==> config.mk <==
export PLATFORM = sky130hd
export DESIGN_NAME = adc_receiver_top
export DESIGN_NICKNAME = d
export VERILOG_FILES = /design/src/rtl/adc_pkg.sv /design/src/rtl/lane_word_if.sv /design/src/rtl/lane_deserializer.sv /design/src/rtl/frame_aligner.sv /design/src/rtl/sample_unpacker.sv /design/src/rtl/spi_master.sv /design/src/rtl/config_sequencer.sv /design/src/rtl/adc_receiver_top.sv
export SDC_FILE = /design/constraint.sdc
export NUM_CORES = 1
export LEC_CHECK = 0
export ABC_CLOCK_PERIOD_IN_PS = 4000
export CORE_ASPECT_RATIO = 1.1
export CORE_MARGIN = 1.5
export CORE_UTILIZATION = 50
export CTS_CLUSTER_SIZE = 20
export DETAILED_ROUTE_END_ITERATION = 8
export DONT_BUFFER_PORTS = 1
export SETUP_SLACK_MARGIN = 0.3
export SLEW_MARGIN = 10
export SYNTH_ARGS = -nofsm -noshare
export SYNTH_HDL_FRONTEND = slang
export SYNTH_SLANG_ARGS = --single-unit
export TNS_END_PERCENT = 30
==> constraint.sdc <==
create_clock -name clk_in -period 4 [get_ports clk_in]
set_clock_uncertainty 0.1 [all_clocks]
set_input_delay 0.8 -clock clk_in [delete_from_list [all_inputs] [get_ports clk_in]]
set_output_delay 0.8 -clock clk_in [all_outputs]
set_load 0.1 [all_outputs]
==> src/rtl/adc_pkg.sv <==
////////////////////////////////////////
// ADC receiver package
// Widths, sample types, frame pattern and SPI constants
////////////////////////////////////////

`default_nettype none

package adc_pkg;

	////////////////////////////////////////
	// Datapath

	localparam int LANE_BITS = 8;          // Bits per deserialized word
	localparam int NUM_LANES = 5;          // adc0 lo/hi, adc1 lo/hi, frame

	typedef logic [LANE_BITS-1:0] lane_word_t;   // One word of one lane
	typedef logic signed [15:0] sample_t;         // Two's complement sample

	// Frame lane content once the word boundary is right
	localparam lane_word_t FRAME_PATTERN = 8'b11110000;
	localparam int SLIP_SETTLE_WORDS = 4;  // Mismatching words before a slip

	////////////////////////////////////////
	// Control path

	// {write flag (0 = write), reg addr[6:0], data[7:0]}
	typedef logic [15:0] spi_word_t;

	localparam int SPI_HALF_PERIOD = 5;        // clk_in cycles per sck half period
	localparam int POWERUP_WAIT_CYCLES = 256;  // Settle time before first write

	localparam logic [7:0] CMD_WRITE_PREFIX = 8'h31;  // Host register write

	// Init sequence, sent in this order
	localparam spi_word_t INIT_WORD_RESET  = 16'h0080;  // Reg 0, soft reset
	localparam spi_word_t INIT_WORD_FORMAT = 16'h0120;  // Reg 1, two's complement
	localparam spi_word_t INIT_WORD_LANES  = 16'h0200;  // Reg 2, 2-lane output

endpackage

`default_nettype wire

==> src/rtl/lane_word_if.sv <==
////////////////////////////////////////
// Lane word interface
// Deserialized words, strobe and slip between datapath stages
////////////////////////////////////////

`default_nettype none
`timescale 1ns/100ps

interface lane_word_if;
	import adc_pkg::*;

	lane_word_t adc0_lo, adc0_hi;   // ADC0 lane pair
	lane_word_t adc1_lo, adc1_hi;   // ADC1 lane pair
	lane_word_t frame;              // Frame lane
	logic word_valid;               // One cycle per new word set
	logic slip;                     // Move boundary one bit later
	logic aligned;                  // Frame locked, held until reset

	modport deser (output adc0_lo, adc0_hi, adc1_lo, adc1_hi, frame, word_valid,
		input slip);
	modport aligner (input frame, word_valid, output slip, aligned);
	modport unpacker (input adc0_lo, adc0_hi, adc1_lo, adc1_hi, word_valid, aligned);

endinterface

`default_nettype wire

==> src/rtl/lane_deserializer.sv <==
////////////////////////////////////////
// Lane deserializer
// Shifts the five serial lanes into words, boundary moved by slip
////////////////////////////////////////

`default_nettype none
`timescale 1ns/100ps

module lane_deserializer (
	input logic clk_in,
	input logic rst_in,
	input logic [adc_pkg::NUM_LANES-1:0] lanes,  // 0/1 adc0 lo/hi, 2/3 adc1 lo/hi, 4 frame
	lane_word_if.deser words
);
	import adc_pkg::*;

	lane_word_t shift_q [NUM_LANES];   // Running window of the last bits
	lane_word_t shift_d [NUM_LANES];
	logic [$clog2(LANE_BITS)-1:0] bit_cnt;
	logic word_end;

	// Oldest bit ends up in bit 7
	always_comb begin
		for (int i = 0; i < NUM_LANES; i++)
			shift_d[i] = {shift_q[i][LANE_BITS-2:0], lanes[i]};
	end

	// A slip holds the counter, so this word ends one bit later
	assign word_end = (bit_cnt == ($clog2(LANE_BITS))'(LANE_BITS - 1)) && !words.slip;

	////////////////////////////////////////
	// Bit counter and strobe

	always_ff @(posedge clk_in or posedge rst_in) begin
		if (rst_in) begin
			bit_cnt <= '0;
			words.word_valid <= 1'b0;
		end else begin
			words.word_valid <= word_end;
			if (!words.slip)
				bit_cnt <= bit_cnt + 1'b1;  // Wraps after the 8th bit
		end
	end

	////////////////////////////////////////
	// Shift registers and word registers

	always_ff @(posedge clk_in) begin
		shift_q <= shift_d;
		if (word_end) begin
			words.adc0_lo <= shift_d[0];
			words.adc0_hi <= shift_d[1];
			words.adc1_lo <= shift_d[2];
			words.adc1_hi <= shift_d[3];
			words.frame <= shift_d[4];
		end
	end

endmodule

`default_nettype wire

==> src/rtl/frame_aligner.sv <==
////////////////////////////////////////
// Frame aligner
// Slips the word boundary until the frame lane shows the pattern
////////////////////////////////////////

`default_nettype none
`timescale 1ns/100ps

module frame_aligner (
	input logic clk_in,
	input logic rst_in,
	lane_word_if.aligner words
);
	import adc_pkg::*;

	typedef enum logic [1:0] {
		ALN_CHECK,   // Judge each new frame word
		ALN_SLIP,    // Slip pulse is out
		ALN_LOCKED   // Pattern seen, stay here
	} aln_state_t;

	aln_state_t state;
	logic [$clog2(SLIP_SETTLE_WORDS)-1:0] miss_cnt;  // Mismatches since last slip
	logic frame_match;

	assign frame_match = (words.frame == FRAME_PATTERN);

	////////////////////////////////////////
	// Slip state machine

	always_ff @(posedge clk_in or posedge rst_in) begin
		if (rst_in) begin
			state <= ALN_CHECK;
			miss_cnt <= '0;
			words.slip <= 1'b0;
			words.aligned <= 1'b0;
		end else begin
			case (state)
				ALN_CHECK: begin
					if (words.word_valid) begin
						if (frame_match) begin
							words.aligned <= 1'b1;  // Held until reset
							state <= ALN_LOCKED;
						end else if (miss_cnt ==
							($clog2(SLIP_SETTLE_WORDS))'(SLIP_SETTLE_WORDS - 1)) begin
							// Enough bad words at this boundary, try the next bit
							words.slip <= 1'b1;
							miss_cnt <= '0;
							state <= ALN_SLIP;
						end else begin
							miss_cnt <= miss_cnt + 1'b1;
						end
					end
				end
				ALN_SLIP: begin
					words.slip <= 1'b0;  // Single cycle pulse
					state <= ALN_CHECK;
				end
				ALN_LOCKED: begin
					words.slip <= 1'b0;
				end
				default: begin
					state <= ALN_CHECK;
				end
			endcase
		end
	end

endmodule

`default_nettype wire

==> src/rtl/sample_unpacker.sv <==
////////////////////////////////////////
// Sample unpacker
// Interleaves each lane pair into one signed sample per channel
////////////////////////////////////////

`default_nettype none
`timescale 1ns/100ps

module sample_unpacker (
	input logic clk_in,
	input logic rst_in,
	lane_word_if.unpacker words,
	output adc_pkg::sample_t adc0_sample,
	output adc_pkg::sample_t adc1_sample,
	output logic sample_valid
);
	import adc_pkg::*;

	// Odd bits come from the lo lane, even bits from the hi lane
	function automatic sample_t interleave(input lane_word_t lo, input lane_word_t hi);
		sample_t s;
		for (int i = 0; i < LANE_BITS; i++) begin
			s[2*i+1] = lo[i];
			s[2*i] = hi[i];
		end
		return s;
	endfunction

	always_ff @(posedge clk_in or posedge rst_in) begin
		if (rst_in)
			sample_valid <= 1'b0;
		else
			sample_valid <= words.word_valid && words.aligned;  // Nothing before lock
	end

	always_ff @(posedge clk_in) begin
		if (words.word_valid && words.aligned) begin
			adc0_sample <= interleave(words.adc0_lo, words.adc0_hi);
			adc1_sample <= interleave(words.adc1_lo, words.adc1_hi);
		end
	end

endmodule

`default_nettype wire

==> src/rtl/spi_master.sv <==
////////////////////////////////////////
// SPI master
// Write-only 16-bit mode 0 shifter, MSB first
////////////////////////////////////////

`default_nettype none
`timescale 1ns/100ps

module spi_master (
	input logic clk_in,
	input logic rst_in,
	input logic spi_start,
	input adc_pkg::spi_word_t spi_word,
	output logic spi_ready,
	output logic spi_scs,
	output logic spi_sck,
	output logic spi_sdo
);
	import adc_pkg::*;

	typedef enum logic [1:0] {
		SPI_IDLE,
		SPI_SHIFT,   // scs low, sck running
		SPI_DONE     // scs back high, ready next cycle
	} spi_state_t;

	spi_state_t state;
	spi_word_t shift_q;
	logic [$clog2(SPI_HALF_PERIOD)-1:0] div_cnt;
	logic [$clog2($bits(spi_word_t))-1:0] bit_cnt;
	logic half_end, sck_fall, last_bit;

	assign half_end = (state == SPI_SHIFT) &&
		(div_cnt == ($clog2(SPI_HALF_PERIOD))'(SPI_HALF_PERIOD - 1));
	assign sck_fall = half_end && spi_sck;   // Next bit goes out here
	assign last_bit = (bit_cnt == ($clog2($bits(spi_word_t)))'($bits(spi_word_t) - 1));

	////////////////////////////////////////
	// Control and pins

	always_ff @(posedge clk_in or posedge rst_in) begin
		if (rst_in) begin
			state <= SPI_IDLE;
			div_cnt <= '0;
			bit_cnt <= '0;
			spi_ready <= 1'b1;
			spi_scs <= 1'b1;
			spi_sck <= 1'b0;
			spi_sdo <= 1'b0;
		end else begin
			case (state)
				SPI_IDLE: begin
					if (spi_start) begin
						spi_ready <= 1'b0;
						spi_scs <= 1'b0;
						spi_sdo <= spi_word[$bits(spi_word_t)-1];  // MSB while sck low
						div_cnt <= '0;
						bit_cnt <= '0;
						state <= SPI_SHIFT;
					end
				end
				SPI_SHIFT: begin
					div_cnt <= half_end ? '0 : div_cnt + 1'b1;
					if (half_end && !spi_sck) begin
						spi_sck <= 1'b1;   // ADC samples on this edge
					end else if (sck_fall) begin
						spi_sck <= 1'b0;
						if (last_bit) begin
							spi_scs <= 1'b1;
							spi_sdo <= 1'b0;
							state <= SPI_DONE;
						end else begin
							bit_cnt <= bit_cnt + 1'b1;
							spi_sdo <= shift_q[$bits(spi_word_t)-2];
						end
					end
				end
				default: begin   // SPI_DONE
					spi_ready <= 1'b1;
					state <= SPI_IDLE;
				end
			endcase
		end
	end

	always_ff @(posedge clk_in) begin
		if (state == SPI_IDLE && spi_start)
			shift_q <= spi_word;
		else if (sck_fall)
			shift_q <= {shift_q[$bits(spi_word_t)-2:0], 1'b0};
	end

endmodule

`default_nettype wire

==> src/rtl/config_sequencer.sv <==
////////////////////////////////////////
// Configuration sequencer
// Power-up wait, ADC init writes, then host register writes
////////////////////////////////////////

`default_nettype none
`timescale 1ns/100ps

module config_sequencer (
	input logic clk_in,
	input logic rst_in,
	input logic cmd_trig,
	input logic [15:0] cmd_addr,         // High byte selects the command
	input logic [7:0] cmd_data,
	input logic spi_ready,
	output logic spi_start,
	output adc_pkg::spi_word_t spi_word,
	output logic config_busy
);
	import adc_pkg::*;

	typedef enum logic [1:0] {
		SEQ_POWERUP,   // Let the ADC settle
		SEQ_START,     // Start pulse out, ready not yet low
		SEQ_XFER,      // Wait for the SPI master to finish
		SEQ_IDLE       // Accept host commands
	} seq_state_t;

	seq_state_t state;
	logic [$clog2(POWERUP_WAIT_CYCLES)-1:0] wait_cnt;
	logic [1:0] init_idx;   // Next init word, 3 when all are out
	logic cmd_write;

	// Fixed init words in order
	function automatic spi_word_t init_word(input logic [1:0] idx);
		case (idx)
			2'd0:    return INIT_WORD_RESET;
			2'd1:    return INIT_WORD_FORMAT;
			default: return INIT_WORD_LANES;
		endcase
	endfunction

	assign cmd_write = cmd_trig && (cmd_addr[15:8] == CMD_WRITE_PREFIX);

	////////////////////////////////////////
	// Sequencer state machine

	always_ff @(posedge clk_in or posedge rst_in) begin
		if (rst_in) begin
			state <= SEQ_POWERUP;
			wait_cnt <= '0;
			init_idx <= 2'd0;
			spi_start <= 1'b0;
			config_busy <= 1'b1;   // Busy until the init writes are done
		end else begin
			case (state)
				SEQ_POWERUP: begin
					wait_cnt <= wait_cnt + 1'b1;
					if (wait_cnt == ($clog2(POWERUP_WAIT_CYCLES))'(POWERUP_WAIT_CYCLES - 1)) begin
						spi_start <= 1'b1;   // Soft reset goes first
						init_idx <= 2'd1;
						state <= SEQ_START;
					end
				end
				SEQ_START: begin
					spi_start <= 1'b0;
					state <= SEQ_XFER;
				end
				SEQ_XFER: begin
					if (spi_ready) begin
						if (init_idx != 2'd3) begin
							spi_start <= 1'b1;   // Next init word back to back
							init_idx <= init_idx + 1'b1;
							state <= SEQ_START;
						end else begin
							config_busy <= 1'b0;
							state <= SEQ_IDLE;
						end
					end
				end
				SEQ_IDLE: begin
					if (cmd_write) begin   // Other prefixes are dropped
						spi_start <= 1'b1;
						config_busy <= 1'b1;
						state <= SEQ_START;
					end
				end
				default: begin
					state <= SEQ_IDLE;
				end
			endcase
		end
	end

	// Transfer word, loaded with each start
	always_ff @(posedge clk_in) begin
		if (state == SEQ_POWERUP ||
			(state == SEQ_XFER && spi_ready && init_idx != 2'd3))
			spi_word <= init_word(init_idx);
		else if (state == SEQ_IDLE && cmd_write)
			spi_word <= {1'b0, cmd_addr[6:0], cmd_data};  // Write flag low
	end

endmodule

`default_nettype wire

==> src/rtl/adc_receiver_top.sv <==
////////////////////////////////////////
// ADC receiver top
// Lane datapath and SPI configuration path for a 2-channel ADC
////////////////////////////////////////

`default_nettype none
`timescale 1ns/100ps

module adc_receiver_top (
	input logic clk_in,
	input logic rst_in,
	input logic [4:0] lanes,            // Serial lanes, one bit per clock
	input logic cmd_trig,
	input logic [15:0] cmd_addr,
	input logic [7:0] cmd_data,
	output logic spi_scs,
	output logic spi_sck,
	output logic spi_sdo,
	output logic signed [15:0] adc0_sample,
	output logic signed [15:0] adc1_sample,
	output logic sample_valid,
	output logic aligned,
	output logic config_busy
);
	import adc_pkg::*;

	lane_word_if words_if ();   // Shared by all three stages

	logic spi_start;
	logic spi_ready;
	spi_word_t spi_word;

	////////////////////////////////////////
	// Datapath

	lane_deserializer deser0 (.clk_in, .rst_in, .lanes, .words(words_if.deser));

	frame_aligner aligner0 (.clk_in, .rst_in, .words(words_if.aligner));

	sample_unpacker unpacker0 (
		.clk_in, .rst_in,
		.words(words_if.unpacker),
		.adc0_sample, .adc1_sample, .sample_valid
	);

	assign aligned = words_if.aligned;

	////////////////////////////////////////
	// Control path

	config_sequencer seq0 (
		.clk_in, .rst_in,
		.cmd_trig, .cmd_addr, .cmd_data,
		.spi_ready, .spi_start, .spi_word, .config_busy
	);

	spi_master spi0 (
		.clk_in, .rst_in,
		.spi_start, .spi_word, .spi_ready,
		.spi_scs, .spi_sck, .spi_sdo
	);

endmodule

`default_nettype wire

# After elaboration in Yosys (flattened, before gate mapping)
# Cells that the tools add are included.
# op_classes
add_sub_neg,6
eq_ne,29
mux,56
n_bitwise,3
n_reduce_logical,40
# ops
operator,n
16-bit two-way mux,2
15-bit two-way mux,2
2-bit two-way mux,14
4-bit AND reduction,6
10-bit case mux with 2 select lines,1
1-bit two-way mux,19
"8-bit == test, second input constant",2
4-bit two-way mux,4
"2-bit inequality test, second input constant",8
2-bit nonzero test,7
"2-bit by 1-bit inequality test with 1-bit output, second input constant",6
2-bit case mux with 2 select lines,3
3-bit AND reduction,4
1-bit logical AND,10
1-bit case mux with 2 select lines,5
5-bit AND reduction,2
"8-bit by 1-bit adder with 8-bit output, second input constant",1
"2-bit by 1-bit == test with 1-bit output, second input constant",4
"2-bit == test, second input constant",4
"8-bit by 6-bit == test with 1-bit output, second input constant",1
2-bit zero test,4
2-bit case mux with 4 select lines,1
4-bit case mux with 2 select lines,1
"3-bit by 1-bit adder with 3-bit output, second input constant",2
other kinds (13),21
# word_totals
register_bits,176
input_bits,32
out_inout_bits,38
wordCells,167

# Longest topological paths before layout
# logic_depth
word_depth,6
depth_mapped,7
depth_no_buf,6

# By module
# Synthesis repeated with hierarchy kept, for this count alone.
# unflattened
cells_unflattened,374
hier_area_um2,6258.5
# modules_own_cells
module,n_inst,cells_each,area_each_um2,seq_area_each_um2
lane_deserializer,1,86,2070.7,2001.9
config_sequencer,1,116,1437.6,802.0
spi_master,1,102,1380.1,778.2
sample_unpacker,1,35,996.0,985.9
frame_aligner,1,35,374.1,150.1

# Least setup slack after synthesis
# No wires, ideal clock.
# synth_timing
path_kind,reg2reg
from,reg deser0.bit_cnt[0]
to,reg deser0.words.adc0_hi[0] (enable)
setup_ns,0.444
arrival_time_ns,2.453
required_ns,3.456
path_slack_ns,1.004
stages_incl_launch_ff,4
n_path_buf,0
period_less_slack_ns,2.996
path_cell_list,dfrtp_1 > ha_1 > ha_1 > nor2b_1
# synth_via
elab_chain_len,2
# synth_lines
element,line_no,source
from (decl),lane_deserializer.sv:19,logic [$clog2(LANE_BITS)-1:0] bit_cnt;
from (signal assigned),lane_deserializer.sv:41,bit_cnt <= bit_cnt + 1'b1;
3-bit == test,lane_deserializer.sv:29,assign word_end = (bit_cnt == ($clog2(LANE_BITS))'(LANE_BITS - 1)) && !words.slip;
1-bit logical AND,lane_deserializer.sv:29,
net deser0.word_end,lane_deserializer.sv:20,logic word_end;
to (signal assigned),lane_deserializer.sv:52,words.adc0_hi <= shift_d[1];
to (decl),lane_word_if.sv:19,"modport deser (output adc0_lo, adc0_hi, adc1_lo, adc1_hi, frame, word_valid,"
# The timed path passes the listed nets, and every way through them passes these cells.
# A chain may end at the register's enable or synchronous reset.

# Final worst setup path
# layout_timing
from,reg seq0.init_idx[0]
to,reg seq0.spi_word[3] (enable)
# layout_via
elab_chain_len,4
# layout_lines
element,line_no,source
from (decl),config_sequencer.sv:31,logic [1:0] init_idx;
from (signal assigned),config_sequencer.sv:73,init_idx <= init_idx + 1'b1;
2-bit inequality test,config_sequencer.sv:98,(state == SEQ_XFER && spi_ready && init_idx != 2'd3))
1-bit logical AND,config_sequencer.sv:98,
1-bit logical OR,config_sequencer.sv:97,if (state == SEQ_POWERUP ||
2-bit nonzero test (no line),--,
to (signal assigned),config_sequencer.sv:99,spi_word <= init_word(init_idx);
to (signal assigned),config_sequencer.sv:101,"spi_word <= {1'b0, cmd_addr[6:0], cmd_data};"
to (decl),config_sequencer.sv:17,"output adc_pkg::spi_word_t spi_word,"
# Every way passes these cells.

==> results.yml <==
critical_path:
  reg2regPathDepth: 4
  crit_slowest_cell: "nand2_1"
  worstPathCellList: "ha_1, and2b_1, a21oi_2, nand2_1"
  endpoint_kind: "register"
  critPathBufInv: 0
  critPathTopFamily: "simple AND/OR/NAND/NOR gates"
  r2r_slack_ns: 1.45
  crit_required_ns: 3.90
  worstPathMaxFanout: 18
  worstPathArrival_ns: 2.45
  r2r-start: "seq0.init_idx[0]"
  startpoint_type: "register"
  max_stage_delay_ns: 0.61
  r2r-end: "seq0.spi_word[3]"
  crit_type: "reg -> reg"
yosys:
  ys_top_cells_by_count: "edfxtp_1 (102), dfrtp_1 (35), dfxtp_1 (35)"
  synth_area_leaders: "edfxtp_1 (50%), dfrtp_1 (14%), dfxtp_1 (12%)"
  yosysWarnings: 0
  yosys.area.top_type: "edfxtp_1"
  synthFlopType: "edfxtp_1"
  synth_edf_count: 102
  syn_avg_cell_area_um2: 17.1
  syn_nets: 405
  async_flop_share: 0.217
  synth_area_um2: 6080
  synth_top_cell_area_share: 0.504
  ys_ff_latch: 175
  synthMostInstantiatedCell: "edfxtp_1"
  synth_cell_types: 50
  ys_seq_area_frac: 0.776
  netlist_instances: 356
sta:
  finalHoldViolCount: 0
  fin_tns_setup_ns: 0
  worst_slack_ns: 1.45
  rsz0062_at_grt: "false"
  slew_headroom: 0.226
  finalSetupViolations: 0
  fmax_ghz: 0.392
  tightest_slew_ns: 1.16
  drv_slew: 0
  min_period_ns: 2.55
  period_share: 0.638
die:
  die_area_um2: 12800
  start_util: 0.510
  row_count: 42
  die_w_um: 108
  core_um2: 11900
  io_pins: 70
  die_h_um: 119
placement:
  pre_cts_ws_ns: 1.44
  portBuffers: 0
  dp_hpwl_mm: 5.27
  gp_congestion: 0.731
  placed_cell_area_um2: 6280
clock_network:
  hold_buffers: 0
  cts_tree: "done"
  cts.sinks: 175
  clk_latency_ns: 0.41
  cts_setup_buffers: 0
  ctsHtreeMaxLevel: 4
  post_cts_resized: 0
  root_buffer: "clkbuf_16"
  clk_path_buf_depth: 2
  clk_pin_slew_ns: 0.07
  cts_buffers: 17
detailed_routing:
  dr.first_iter.drc_count: 147
  drc: 0
  vias: 2746
  final_antenna_net_count: 0
  dr.pass1.iters: 4
  wl_per_cell_um: 15.1
  routed_wirelength_mm: 8.19
  via_per_inst: 5.07
global_routing:
  grt_max_degree: 42
  globalRouteOverflowTotal: 0
  antenna_found_initial: 0
  grt_use_total: 0.144
  grt_pass1_wl_mm: 13.7
  grt_pass1_vias: 2726
flow_run:
  maxCapViolations: 0
outcome:
  outcome: "completed"
hold_path:
  hold_end: "deser0.shift_d[13]"
  hp-class: "reg -> reg"
  worstHoldStart: "deser0.shift_d[12]"
  hold-path-cell-count: 0
cells_and_area:
  drive_gt1_frac: 0.180
  n_antenna_cell: 0
  area_delta_synth_final_pct: 13.0
  finalNetCount: 424
  final_area_um2: 6870
power:
  ir_worst_vdd_v: 0.000288
  power.leakage_nw: 2.60
  p_per_area_nw_per_um2: 648
-- where the power goes --
part | internal, mW | total, mW | leakage, nW | switching [mW]
Combinational | 0.201 | 0.497 | 0.638 | 0.295
Clock | 0.891 | 1.60 | 0.291 | 0.713
Sequential | 2.23 | 2.36 | 1.67 | 0.129
-- worst reg2reg max path, cell delays in order (launching register included) --
cell     delay (ns)
dfrtp_1        0.41
ha_1           0.21
and2b_1        0.26
a21oi_2        0.55
nand2_1        0.61
-- sequential cells by signal, indices dropped and copies added, names as in the netlist, 8 cells and up --
register / cells
deser0.words.adc0_lo: 8
spi0.shift_q: 15
seq0.spi_word: 15
deser0.words.adc0_hi: 8
unpacker0.adc0_sample: 16
seq0.wait_cnt: 8
deser0.words.frame: 8
deser0.shift_d: 35
deser0.words.adc1_hi: 8
deser0.words.adc1_lo: 8
unpacker0.adc1_sample: 16
-- logic make-up (layout without fill, tap and decap cells) --
kind of cell             Yosys count  after routing  share of synthesized area
buffers and inverters             18             50                     0.0140
flip-flops                       175            175                      0.776
adder cells (fa/ha/maj)           17             17                     0.0350
multiplexers                      26             26                     0.0471
XOR/XNOR                          10             10                     0.0144
AO/OA/AOI/OAI                     32             32                     0.0434
AND/OR/NAND/NOR                   78             78                     0.0702
-- through the flow --
| step | instances | hold slack, ns | util | total power, mW |
|---|---|---|---|---|
| finish | 542 | 0.247 | 0.576 | 4.46 |
| global route | 542 | 0.246 | 0.576 | 4.68 |
| floorplan | 356 | 0.227 | - | 2.76 |
| detailed placement | 510 | 0.234 | 0.526 | 2.90 |
| global placement | 510 | 0.229 | 0.526 | 2.87 |
| CTS | 542 | 0.246 | 0.576 | 4.52 |
-- cells in the final DEF (no fill, tap or decap), drive strengths merged, types with 3 or more instances in the layout --
cell      n
edfxtp  102
dfrtp    35
dfxtp    35
nand2    21
mux2     21
inv      20
clkbuf   18
ha       17
and2     14
nor2     13
o21ai     9
clkinv    7
nand3     5
mux2i     5
xor2      5
xnor2     5
and3      5
a21oi     5
nand4     4
buf       4
nor3      4
nand2b    4
dfstp     3
o31ai     3
o211ai    3
-- per-layer routing --
layer	track usage	part of all wire	up-vias
met2	0.210	0.48	49
met4	0.0666	0.014	0
li1	-	-	1343
met1	0.193	0.47	1345
met5	0	0	-
met3	0.0513	0.041	9
-- cell type report --
class                   count  area (µm²)
clock buffers              18         429
repair buffers              4        30.0
fillers                   910        5050
flip-flops and latches    175        4720
inverters                  14        52.6
well taps                 154         193
clock inverters            14         166
multi-input cells         163        1280
-- worst max path at each step --
stage | slack (ns) | startpoint | cells after the start | end
2_1_floorplan | 1.00 | deser0.bit_cnt[0] | 3 | deser0.words.adc0_hi[0]
6_report | 1.45 | seq0.init_idx[0] | 4 | seq0.spi_word[3]
3_5_place_dp | 1.44 | seq0.init_idx[0] | 4 | seq0.spi_word[3]
3_3_place_gp | 1.50 | seq0.init_idx[0] | 4 | seq0.spi_word[3]
5_1_grt | 1.22 | seq0.init_idx[0] | 4 | seq0.spi_word[3]
4_1_cts | 1.43 | seq0.init_idx[0] | 4 | seq0.spi_word[3]
(Power assumes the default switching activity.)
